===== src/source/arcade_shell_consts.svh =====
// Constants of the arcade shell: download targets, switch bank, reset stretch, aspect, status bits

`ifndef ARCADE_SHELL_CONSTS_SVH
`define ARCADE_SHELL_CONSTS_SVH

//////////////////////////////////////////////////////////////////////
// Host download targets
//////////////////////////////////////////////////////////////////////

// ROM image
`define ARCADE_DL_INDEX_ROM 8'd0
// Game variant byte
`define ARCADE_DL_INDEX_MOD 8'd1
// DIP switch bank
`define ARCADE_DL_INDEX_DIP 8'd254

// Switch bytes kept by the decoder, only the first two reach the core
`define ARCADE_DIP_BYTES 8

// Core reset held this many cycles after the last source drops
`define ARCADE_RESET_STRETCH 16

// Native 4:3 monitor
`define ARCADE_ARX_ORIG 12'd4
`define ARCADE_ARY_ORIG 12'd3

//////////////////////////////////////////////////////////////////////
// Status word bit positions
//////////////////////////////////////////////////////////////////////

`define ARCADE_STAT_RESET 0
`define ARCADE_STAT_SELFTEST 3
// Low bit of the two-bit aspect field
`define ARCADE_STAT_AR_LO 14

`endif


===== src/source/arcade_shell_pkg.sv =====
// Shared types of the arcade shell: bus widths, audio and video widths, reset states

package arcade_shell_pkg;

	//////////////////////////////////////////////////////////////////////
	// Host side
	//////////////////////////////////////////////////////////////////////

	// Host data, DIP and button bytes
	typedef logic [7:0] byte_t;

	// One joystick word from the host
	typedef logic [15:0] joy_t;

	// Download address, covers the whole ROM space
	typedef logic [24:0] dl_addr_t;

	// Download target selector
	typedef logic [7:0] dl_index_t;

	// Menu option bits
	typedef logic [31:0] status_t;

	//////////////////////////////////////////////////////////////////////
	// Video and audio
	//////////////////////////////////////////////////////////////////////

	// One component of the HDMI aspect ratio
	typedef logic [11:0] ratio_t;

	// Output sample, unsigned
	typedef logic [15:0] sample_t;

	// Raw level from the game core
	typedef logic [3:0] game_audio_t;

	// Core reset sequencing
	typedef enum logic [1:0] {
		RST_HOLD,
		RST_STRETCH,
		RST_RUN
	} reset_state_t;

endpackage


===== src/source/arcade_shell_top.sv =====
// Arcade shell top level: download decoder, stick mapper and shell control

module arcade_shell_top
	import arcade_shell_pkg::*;
(
	input  logic        clk_25,
	input  logic        rst_n,

	// Host download bus
	input  logic        dl_download,
	input  logic        dl_wr,
	input  dl_addr_t    dl_addr,
	input  dl_index_t   dl_index,
	input  byte_t       dl_data,

	// Host menu and controls
	input  status_t     status,
	input  logic [1:0]  buttons,
	input  joy_t        joy_0,
	input  joy_t        joy_1,

	// From the game core
	input  game_audio_t game_audio,

	// To the game core
	output logic        rom_wr,
	output dl_addr_t    rom_addr,
	output byte_t       rom_data,
	output byte_t       dsw0,
	output byte_t       dsw1,
	output logic        game_battlezone,
	output logic        game_bradley,
	output logic        game_redbaron,
	output byte_t       cab_buttons,
	output logic        self_test,
	output logic        core_rst_n,

	// To the video scaler and audio path
	output ratio_t      video_arx,
	output ratio_t      video_ary,
	output logic        ce_pix,
	output sample_t     audio_l,
	output sample_t     audio_r,
	output logic        led_user
);

	//////////////////////////////////////////////////////////////////////
	// Download decode
	//////////////////////////////////////////////////////////////////////

	host_download_decoder u_decoder (
		.clk_25          (clk_25),
		.rst_n           (rst_n),
		.dl_wr           (dl_wr),
		.dl_addr         (dl_addr),
		.dl_index        (dl_index),
		.dl_data         (dl_data),
		.rom_wr          (rom_wr),
		.rom_addr        (rom_addr),
		.rom_data        (rom_data),
		.dsw0            (dsw0),
		.dsw1            (dsw1),
		.game_battlezone (game_battlezone),
		.game_bradley    (game_bradley),
		.game_redbaron   (game_redbaron)
	);

	// Cabinet controls
	tank_stick_mapper u_stick (
		.clk_25      (clk_25),
		.rst_n       (rst_n),
		.joy_0       (joy_0),
		.joy_1       (joy_1),
		.cab_buttons (cab_buttons)
	);

	// Reset, video and audio glue
	shell_control u_ctrl (
		.clk_25      (clk_25),
		.rst_n       (rst_n),
		.status      (status),
		.buttons     (buttons),
		.dl_download (dl_download),
		.game_audio  (game_audio),
		.core_rst_n  (core_rst_n),
		.self_test   (self_test),
		.video_arx   (video_arx),
		.video_ary   (video_ary),
		.ce_pix      (ce_pix),
		.audio_l     (audio_l),
		.audio_r     (audio_r),
		.led_user    (led_user)
	);

endmodule


===== src/source/host_download_decoder.sv =====
// Host download decoder: variant register, DIP switch bank, filtered ROM write port

`include "arcade_shell_consts.svh"

module host_download_decoder
	import arcade_shell_pkg::*;
(
	input  logic      clk_25,
	input  logic      rst_n,
	input  logic      dl_wr,
	input  dl_addr_t  dl_addr,
	input  dl_index_t dl_index,
	input  byte_t     dl_data,
	output logic      rom_wr,
	output dl_addr_t  rom_addr,
	output byte_t     rom_data,
	output byte_t     dsw0,
	output byte_t     dsw1,
	output logic      game_battlezone,
	output logic      game_bradley,
	output logic      game_redbaron
);

	// Stored variant code, 255 means no game selected
	byte_t mod_reg;
	byte_t mod_next;

	// Switch bank, all eight bytes kept
	byte_t sw_bank [`ARCADE_DIP_BYTES];

	// Write strobes per target
	logic wr_rom;
	logic wr_mod;
	logic wr_dip;

	assign wr_rom = dl_wr && (dl_index == `ARCADE_DL_INDEX_ROM);
	assign wr_mod = dl_wr && (dl_index == `ARCADE_DL_INDEX_MOD);
	// Upper address bits must be clear, anything at 8 or above is dropped
	assign wr_dip = dl_wr && (dl_index == `ARCADE_DL_INDEX_DIP) && (dl_addr[24:3] == '0);

	// Variant as it will be after this edge
	// Lets the one-hot selects follow in the same cycle as the register
	assign mod_next = wr_mod ? dl_data : mod_reg;

	//////////////////////////////////////////////////////////////////////
	// Variant register and game selects
	//////////////////////////////////////////////////////////////////////

	always_ff @(posedge clk_25) begin
		if (!rst_n) begin
			mod_reg         <= 8'hFF;
			game_battlezone <= 1'b0;
			game_bradley    <= 1'b0;
			game_redbaron   <= 1'b0;
		end else begin
			mod_reg         <= mod_next;
			// Codes 0..2 pick a game, anything else leaves all low
			game_battlezone <= (mod_next == 8'd0);
			game_bradley    <= (mod_next == 8'd1);
			game_redbaron   <= (mod_next == 8'd2);
		end
	end

	//////////////////////////////////////////////////////////////////////
	// DIP switch bank
	//////////////////////////////////////////////////////////////////////

	always_ff @(posedge clk_25) begin
		if (!rst_n) begin
			for (int i = 0; i < `ARCADE_DIP_BYTES; i++) begin
				sw_bank[i] <= '0;
			end
		end else if (wr_dip) begin
			sw_bank[dl_addr[2:0]] <= dl_data;
		end
	end

	// Only the first two bytes go to the core
	assign dsw0 = sw_bank[0];
	assign dsw1 = sw_bank[1];

	//////////////////////////////////////////////////////////////////////
	// ROM write port
	//////////////////////////////////////////////////////////////////////

	// Strobe, one cycle per accepted host write
	always_ff @(posedge clk_25) begin
		if (!rst_n) begin
			rom_wr <= 1'b0;
		end else begin
			rom_wr <= wr_rom;
		end
	end

	// Address and data captured with the strobe
	always_ff @(posedge clk_25) begin
		if (wr_rom) begin
			rom_addr <= dl_addr;
			rom_data <= dl_data;
		end
	end

endmodule


===== src/source/shell_control.sv =====
// Shell control: core reset sequencer, HDMI aspect, pixel enable, audio widening, LED

`include "arcade_shell_consts.svh"

module shell_control
	import arcade_shell_pkg::*;
(
	input  logic        clk_25,
	input  logic        rst_n,
	input  status_t     status,
	input  logic [1:0]  buttons,
	input  logic        dl_download,
	input  game_audio_t game_audio,
	output logic        core_rst_n,
	output logic        self_test,
	output ratio_t      video_arx,
	output ratio_t      video_ary,
	output logic        ce_pix,
	output sample_t     audio_l,
	output sample_t     audio_r,
	output logic        led_user
);

	localparam int unsigned STRETCH_W = $clog2(`ARCADE_RESET_STRETCH);
	localparam logic [STRETCH_W-1:0] STRETCH_LAST = STRETCH_W'(`ARCADE_RESET_STRETCH - 1);

	reset_state_t           rst_state;
	logic [STRETCH_W-1:0]   stretch_cnt;
	logic                   rst_src;
	logic [1:0]             ar;

	// Menu reset, OSD button or a download in progress
	assign rst_src = status[`ARCADE_STAT_RESET] | buttons[1] | dl_download;
	assign ar      = status[`ARCADE_STAT_AR_LO + 1 : `ARCADE_STAT_AR_LO];

	//////////////////////////////////////////////////////////////////////
	// Core reset FSM
	//////////////////////////////////////////////////////////////////////

	always_ff @(posedge clk_25) begin
		if (!rst_n) begin
			rst_state   <= RST_HOLD;
			stretch_cnt <= '0;
			core_rst_n  <= 1'b0;
		end else if (rst_src) begin
			// Any source restarts the whole sequence
			rst_state   <= RST_HOLD;
			stretch_cnt <= '0;
			core_rst_n  <= 1'b0;
		end else begin
			case (rst_state)
				RST_HOLD: begin
					rst_state   <= RST_STRETCH;
					stretch_cnt <= '0;
				end
				RST_STRETCH: begin
					if (stretch_cnt == STRETCH_LAST) begin
						rst_state  <= RST_RUN;
						core_rst_n <= 1'b1;
					end else begin
						stretch_cnt <= stretch_cnt + 1'b1;
					end
				end
				// Core running, stay here
				default: core_rst_n <= 1'b1;
			endcase
		end
	end

	// Pixel enable at half the clock
	always_ff @(posedge clk_25) begin
		if (!rst_n) begin
			ce_pix <= 1'b0;
		end else begin
			ce_pix <= ~ce_pix;
		end
	end

	//////////////////////////////////////////////////////////////////////
	// Video, audio and indicators
	//////////////////////////////////////////////////////////////////////

	always_ff @(posedge clk_25) begin
		// Field 0 is the original monitor
		// Other values select the host's custom ratio slots
		if (ar == 2'd0) begin
			video_arx <= `ARCADE_ARX_ORIG;
			video_ary <= `ARCADE_ARY_ORIG;
		end else begin
			video_arx <= ratio_t'(ar) - 12'd1;
			video_ary <= '0;
		end
		// Nibble repeated into the top byte, same on both channels
		audio_l   <= {game_audio, game_audio, 8'h00};
		audio_r   <= {game_audio, game_audio, 8'h00};
		// Menu bit is active high, the core input active low
		self_test <= ~status[`ARCADE_STAT_SELFTEST];
		led_user  <= dl_download;
	end

endmodule


===== src/source/tank_stick_mapper.sv =====
// Tank stick mapper: eight-way joystick to tread controls, cabinet button byte

module tank_stick_mapper
	import arcade_shell_pkg::*;
(
	input  logic  clk_25,
	input  logic  rst_n,
	input  joy_t  joy_0,
	input  joy_t  joy_1,
	output byte_t cab_buttons
);

	// Both players drive the same cabinet
	joy_t joy;

	// Tread controls, forward and back per side
	logic lt_fw;
	logic lt_bk;
	logic rt_fw;
	logic rt_bk;

	assign joy = joy_0 | joy_1;

	//////////////////////////////////////////////////////////////////////
	// Direction table
	//////////////////////////////////////////////////////////////////////

	// Bits: up, down, left, right
	always_comb begin
		lt_fw = 1'b0;
		lt_bk = 1'b0;
		rt_fw = 1'b0;
		rt_bk = 1'b0;
		case ({joy[3], joy[2], joy[1], joy[0]})
			// Up, drive straight ahead
			4'b1000: begin
				lt_fw = 1'b1;
				rt_fw = 1'b1;
			end
			// Down, straight back
			4'b0100: begin
				lt_bk = 1'b1;
				rt_bk = 1'b1;
			end
			// Right, spin clockwise
			4'b0001: begin
				lt_fw = 1'b1;
				rt_bk = 1'b1;
			end
			// Left, spin the other way
			4'b0010: begin
				lt_bk = 1'b1;
				rt_fw = 1'b1;
			end
			// Diagonals move one tread only
			4'b1001: lt_fw = 1'b1;
			4'b1010: rt_fw = 1'b1;
			4'b0101: lt_bk = 1'b1;
			4'b0110: rt_bk = 1'b1;
			// Conflicting or idle stick, tank stands still
			default: ;
		endcase
	end

	//////////////////////////////////////////////////////////////////////
	// Button byte
	//////////////////////////////////////////////////////////////////////

	// Upper nibble: coin, start 2P, start 1P, fire
	always_ff @(posedge clk_25) begin
		if (!rst_n) begin
			cab_buttons <= '0;
		end else begin
			cab_buttons <= {joy[7], joy[5], joy[6], joy[4], lt_fw, lt_bk, rt_fw, rt_bk};
		end
	end

endmodule


===== config.mk =====
export PLATFORM = sky130hd
export DESIGN_NAME = arcade_shell_top
export DESIGN_NICKNAME = d
export VERILOG_FILES = /design/src/source/arcade_shell_pkg.sv /design/src/source/arcade_shell_top.sv /design/src/source/host_download_decoder.sv /design/src/source/shell_control.sv /design/src/source/tank_stick_mapper.sv
export VERILOG_INCLUDE_DIRS = /design/src /design/src/source
export SDC_FILE = /design/constraint.sdc
export NUM_CORES = 1
export LEC_CHECK = 0
export BUFFER_PORTS_ARGS = -buffer_cell sky130_fd_sc_hd__buf_2
export CORE_UTILIZATION = 30
export CTS_BUF_LIST = sky130_fd_sc_hd__clkbuf_8 sky130_fd_sc_hd__clkbuf_16
export CTS_CLUSTER_SIZE = 8
export DETAILED_ROUTE_END_ITERATION = 8
export GPL_TIMING_DRIVEN = 0
export PLACE_DENSITY = 0.65
export SYNTH_ARGS = -nofsm -noshare
export SYNTH_HDL_FRONTEND = slang
export SYNTH_SLANG_ARGS = --single-unit

===== constraint.sdc =====
create_clock -name clk_25 -period 4.4 [get_ports clk_25]
set_input_delay 0.66 -clock clk_25 [delete_from_list [all_inputs] [get_ports clk_25]]
set_output_delay 0.66 -clock clk_25 [all_outputs]
set_load 0.005 [all_outputs]

### Yosys cells after proc, flatten, opt, wreduce, memory -nomap -nowiden

Memory sizes are Yosys's and may differ from the RTL's.
Index checks and enable logic that the tools add are counted.

| storage, ports and cells | value |
|---|---|
| flip-flop bits (word level) | 85 |
| bits in writable memories | 64 |
| output and inout port bits | 121 |
| logic and storage cells | 81 |
| memories | 1 |

| cells by class | value |
|---|---|
| add/sub/neg operators | 2 |
| equality and inequality tests | 16 |
| multiplexer cells | 19 |
| bitwise operators | 7 |
| reductions and logical operators | 19 |

Memory list:

| memory | words | bits a word | read ports | clocked after Yosys merged registers in | write ports | RTL line | source |
|---|---|---|---|---|---|---|---|
| u_decoder.sw_bank | 8 | 8 | 2 | 0 | 8 | host_download_decoder.sv:29 | `` byte_t sw_bank [`ARCADE_DIP_BYTES]; `` |

Operators with widths:

| operator | count |
|---|---|
| $logic_not A22 Y1 | 1 |
| $eq A4 B4 Y1 const B | 4 |
| $eq A8 B1 Y1 const B | 2 |
| $logic_not A8 Y1 | 2 |
| $mux W8 | 2 |
| $eq A4 B3 Y1 const B | 3 |
| $reduce_or A3 Y1 | 4 |
| $mux W1 | 10 |
| $eq A8 B2 Y1 const B | 1 |
| $eq A8 B8 Y1 const B | 1 |
| $or A8 B8 Y8 | 1 |
| $pmux W4 S2 | 1 |
| $reduce_or A8 Y1 | 1 |
| $reduce_and A2 Y1 | 3 |
| $add A4 B1 Y4 const B | 1 |
| $eq A4 B1 Y1 const B | 1 |
| $eq A4 B2 Y1 const B | 1 |
| $logic_and A1 B1 Y1 | 4 |
| $logic_not A2 Y1 | 2 |
| $mux W2 | 2 |
| $mux W4 | 1 |
| $not A1 Y1 | 4 |
| $pmux W2 S2 | 1 |
| $mux W3 | 1 |
| 8 further kinds | 9 |

### Logic depth before layout (Yosys ltp)

| depth | value |
|---|---|
| depth after elaboration | 8 |
| depth in mapped cells | 6 |

### Modules after synthesis

From an unflattened synthesis, not the netlist that was laid out.

| unflattened totals | value |
|---|---|
| cells, all modules | 261 |
| area, all modules | 3482.1 um^2 |

Modules (own cells, without submodules):

| module | times used | cells each | area each (um^2) | seq. area each (um^2) |
|---|---|---|---|---|
| host_download_decoder | 1 | 131 | 2243.4 | 1711.6 |
| shell_control | 1 | 102 | 958.4 | 380.4 |
| tank_stick_mapper | 1 | 28 | 280.3 | 160.2 |

### Worst setup path before layout

Ideal clock, no wire load.

| path | value |
|---|---|
| path type | input -> register |
| from | in dl_index[1] |
| to | reg u_decoder.rom_addr[0] (enable) |
| arrival | 2457 ps |
| setup slack | 1520 ps |
| stages | 3 |
| buffers on the path | 0 |
| cell sequence | nor4b_4 nand2_1 nor2_1 |

| on the way | value |
|---|---|
| cells in the longest elaborated chain, start to end | 2 |

RTL lines:

| what | RTL line | source |
|---|---|---|
| start: declaration | arcade_shell_top.sv:13 | `input dl_index_t dl_index,` |
| $logic_not A8 Y1 (no source line) | - |  |
| $logic_and A1 B1 Y1 | host_download_decoder.sv:36 | `` assign wr_rom = dl_wr && (dl_index == `ARCADE_DL_INDEX_ROM); `` |
| via u_decoder.wr_rom | host_download_decoder.sv:32 | `logic wr_rom;` |
| end signal: assignment | host_download_decoder.sv:98 | `rom_addr <= dl_addr;` |
| end: declaration | host_download_decoder.sv:15 | `output dl_addr_t rom_addr,` |

The timed path passes the listed nets, and every way through them passes these cells.
A chain may end at the register's enable or synchronous reset.

==> summary.txt <==
Clock tree
  – Clock root cell: clkbuf_16
  – Clock Tree Buf Depth: 2
  – CTS buffer count: 9
  – Post-CTS sizing: 0
  – Post-CTS Setup Bufs: 0
  – CTS H-tree depth: 3
  – Clock sink total: between 80 and 90
  – Cts-stage hold buffer count: 0
  – Worst-Skew Late Latency: about 340 ps
  – Clock transition at path regs: roughly 60 ps
  – CTS tree: done

Hold path
  – Worst Hold Launch: game_audio[0]
  – Hold Crit Class: in2reg

Cells and area
  – Max reg flops: 25
  – Layout Nets: between 500 and 600
  – Most flops, register: u_decoder.rom_addr
  – Layout Area Growth over Synthesis: 40.1%
  – Largest registers: u_decoder.rom_addr (25), u_decoder.sw_bank (16)
  – Fin area: just under 5000 um^2
  – Layout cells sized above 1: 50.2%
  – # diodes: 0

Global route
  – All-layer global routing usage: roughly an eighth
  – Grt total ovfl: 0
  – First-pass GRT wire length: 11200 um
  – Antenna violations before repair: 0
  – Largest net degree at the start of global routing: 34
  – Vias in the first global route: 2366

Yosys
  – Adder-cell area share of the yosys netlist: less than 1%
  – Synth Area in XOR/XNOR: 0%
  – Most instantiated cells after synthesis: edfxtp_1, buf_4, dfxtp_1
  – Mux cell area share after synthesis: 3.25%
  – Ys async rst share: 0%
  – Post-synthesis compound-gate area fraction: 3.87%
  – Top-count cell post-synth: edfxtp_1
  – Main combinational cell family by area after synthesis: simple AND/OR/NAND/NOR gates
  – Synth Instances: 265
  – Post-synth EDFFs: 49
  – Post-Synth Simple-Gate Area: approximately 15%
  – Area contributors post-synth: edfxtp_1, dfxtp_1, buf_4, and2_1, mux2i_1
  – Cell Area, Synth: 3460 um^2
  – Synth unique cells: 40
  – Leading register cell type out of synthesis: edfxtp_1
  – Top cell type's share of synthesized area: a little over two fifths
  – Synthesis-stage register bit count: 88
  – Synth Area per Inst: roughly 13 um^2
  – Synth area leader: edfxtp_1
  – Sequential element share of the synthesized area: roughly two thirds
  – Synth Warn #: 0

Timing
  – Max-slew violations: 0
  – Final Critical Period: about 2300 ps
  – Hold Fails Final Rpt: 0
  – RSZ-0062 raised after global routing: no
  – Fin Clk Skew: 5.46 ps
  – Worst Max-Slew Pin Slew: 936 ps
  – Endpoints failing setup: 0
  – Setup_tns: 0 ps
  – Fin crit share: 53.1%
  – Setup ws final: 2070 ps
  – FMAX: 428 MHz
  – Final hold slack: between 400 and 500 ps
  – Rel. slew slack: about 37%

Job
  – Max-cap violations: 0

Drt
  – DR pass1 iterations: 3
  – Post-route ant nets: 0
  – Via/cell ratio: around 4.2
  – DRC violations left: 0
  – Detailed Route WL: 7660 um
  – DR iter-0 viols: 70
  – WL/cell: roughly 13 um
  – Total number of vias: about 2.5k

Placement
  – Post-place setup slack: 1660 ps
  – Hpwl dp: between 5000 and 6000 um
  – IO Port Bufs: 164
  – Dpl cell area: roughly 4600 um^2
  – Gpl congestion: 0.709

Critical path
  – Crit. End Element: register
  – Crit-path cells: buf_2, nor4_1, nand4_1, nor4_4, nand2b_1
  – Worst setup path startpoint: dl_addr[10]
  – Crit Path Max Fanout: 9
  – Crit Reg-Reg Startpoint: u_ctrl.stretch_cnt[0]
  – Setup crit start kind: input port
  – WP data arrival: around 2300 ps
  – CP max-delay cell: nor4_4
  – Worst path max stage delay: 520 ps
  – Worst setup path class: in2reg
  – WP data required: about 4400 ps

Floorplanning
  – Initial Util: between 30% and 40%
  – IO Count: 236
  – Die W: 109 um
  – Die area: between 10000 and 15000 um^2
  – Core Region: ~11000 um^2
  – Die Ht: between 100 and 150 um
  – Row cnt: 38

Power
  – PwrDens: 364 nW/um^2
  – Leak: between 2 and 2.5 nW
  – VDD IR max: roughly 0.15 mV

Run status
  – Status: completed
[logic make-up (layout without fill, tap and decap cells)]
kind of cell	Yosys count	count (layout)
AO/OA/AOI/OAI	20	20
AND/OR/NAND/NOR	83	83
buffers and inverters	60	239
other	1	27
multiplexers	11	11
adder cells (fa/ha/maj)	2	2
flip-flops	88	88
[metrics by stage]
stage	power [W]	util (%)	cells
final	0.00176	44.0	610
after CTS	0.00179	44.0	610
after floorplan	0.000967	-	291
after detailed placement	0.00104	41.4	595
after global placement	0.00104	41.3	595
after global routing	0.00184	44.0	610
[cell type report]
cell class	instances	area [um^2]
Clock inverter	6	62.6
Buffer	54	380
Sequential cell	88	2250
Multi-Input combinational cell	143	913
Clock buffer	9	225
Timing Repair Buffer	164	821
Fill cell	1044	6180
Inverter	6	22.5
Tap cell	140	175
[worst max-delay path: cells and delay by family]
family        cells  cell delay (ps)
buf+inv           1              100
simple gates      4             1560
[report_power, final]
group	switching (W)	total (W)	internal [W]
combinational	0.0000599	0.000134	0.0000744
sequential	0.00000702	0.000891	0.000884
clock	0.000305	0.000739	0.000434
[path summary, 6_finish.rpt]
| kind | endpoint | slack [ps] | cells past startpoint |
|---|---|---|---|
| worst min register to register | u_ctrl.ce_pix | 420 | 1 |
| worst min-delay path | u_ctrl.audio_l[12] | 420 | 1 |
| worst max register to register | u_ctrl.stretch_cnt[1] | 2880 | 6 |
| worst max-delay path | u_decoder.sw_bank[1][7] | 2070 | 5 |
[placed cells by master (no fill, tap or decap), drive strengths merged, types with 5 or more instances in the layout]
master / instances
nor2: 12
buf: 212
nand2: 15
o21a: 5
conb: 27
inv: 7
nor3: 6
mux2i: 9
and2: 17
a21oi: 5
dfxtp: 39
nor4: 12
edfxtp: 49
clkbuf: 15
[metal layers]
metal	routed length, um	vias to the layer above	track usage [%]
li1	-	1269	-
met1	2920	1125	12.8
met2	3820	131	23.1
met3	759	14	3.85
met4	159	0	7.14
met5	0	-	0
(Power assumes the default switching activity.)
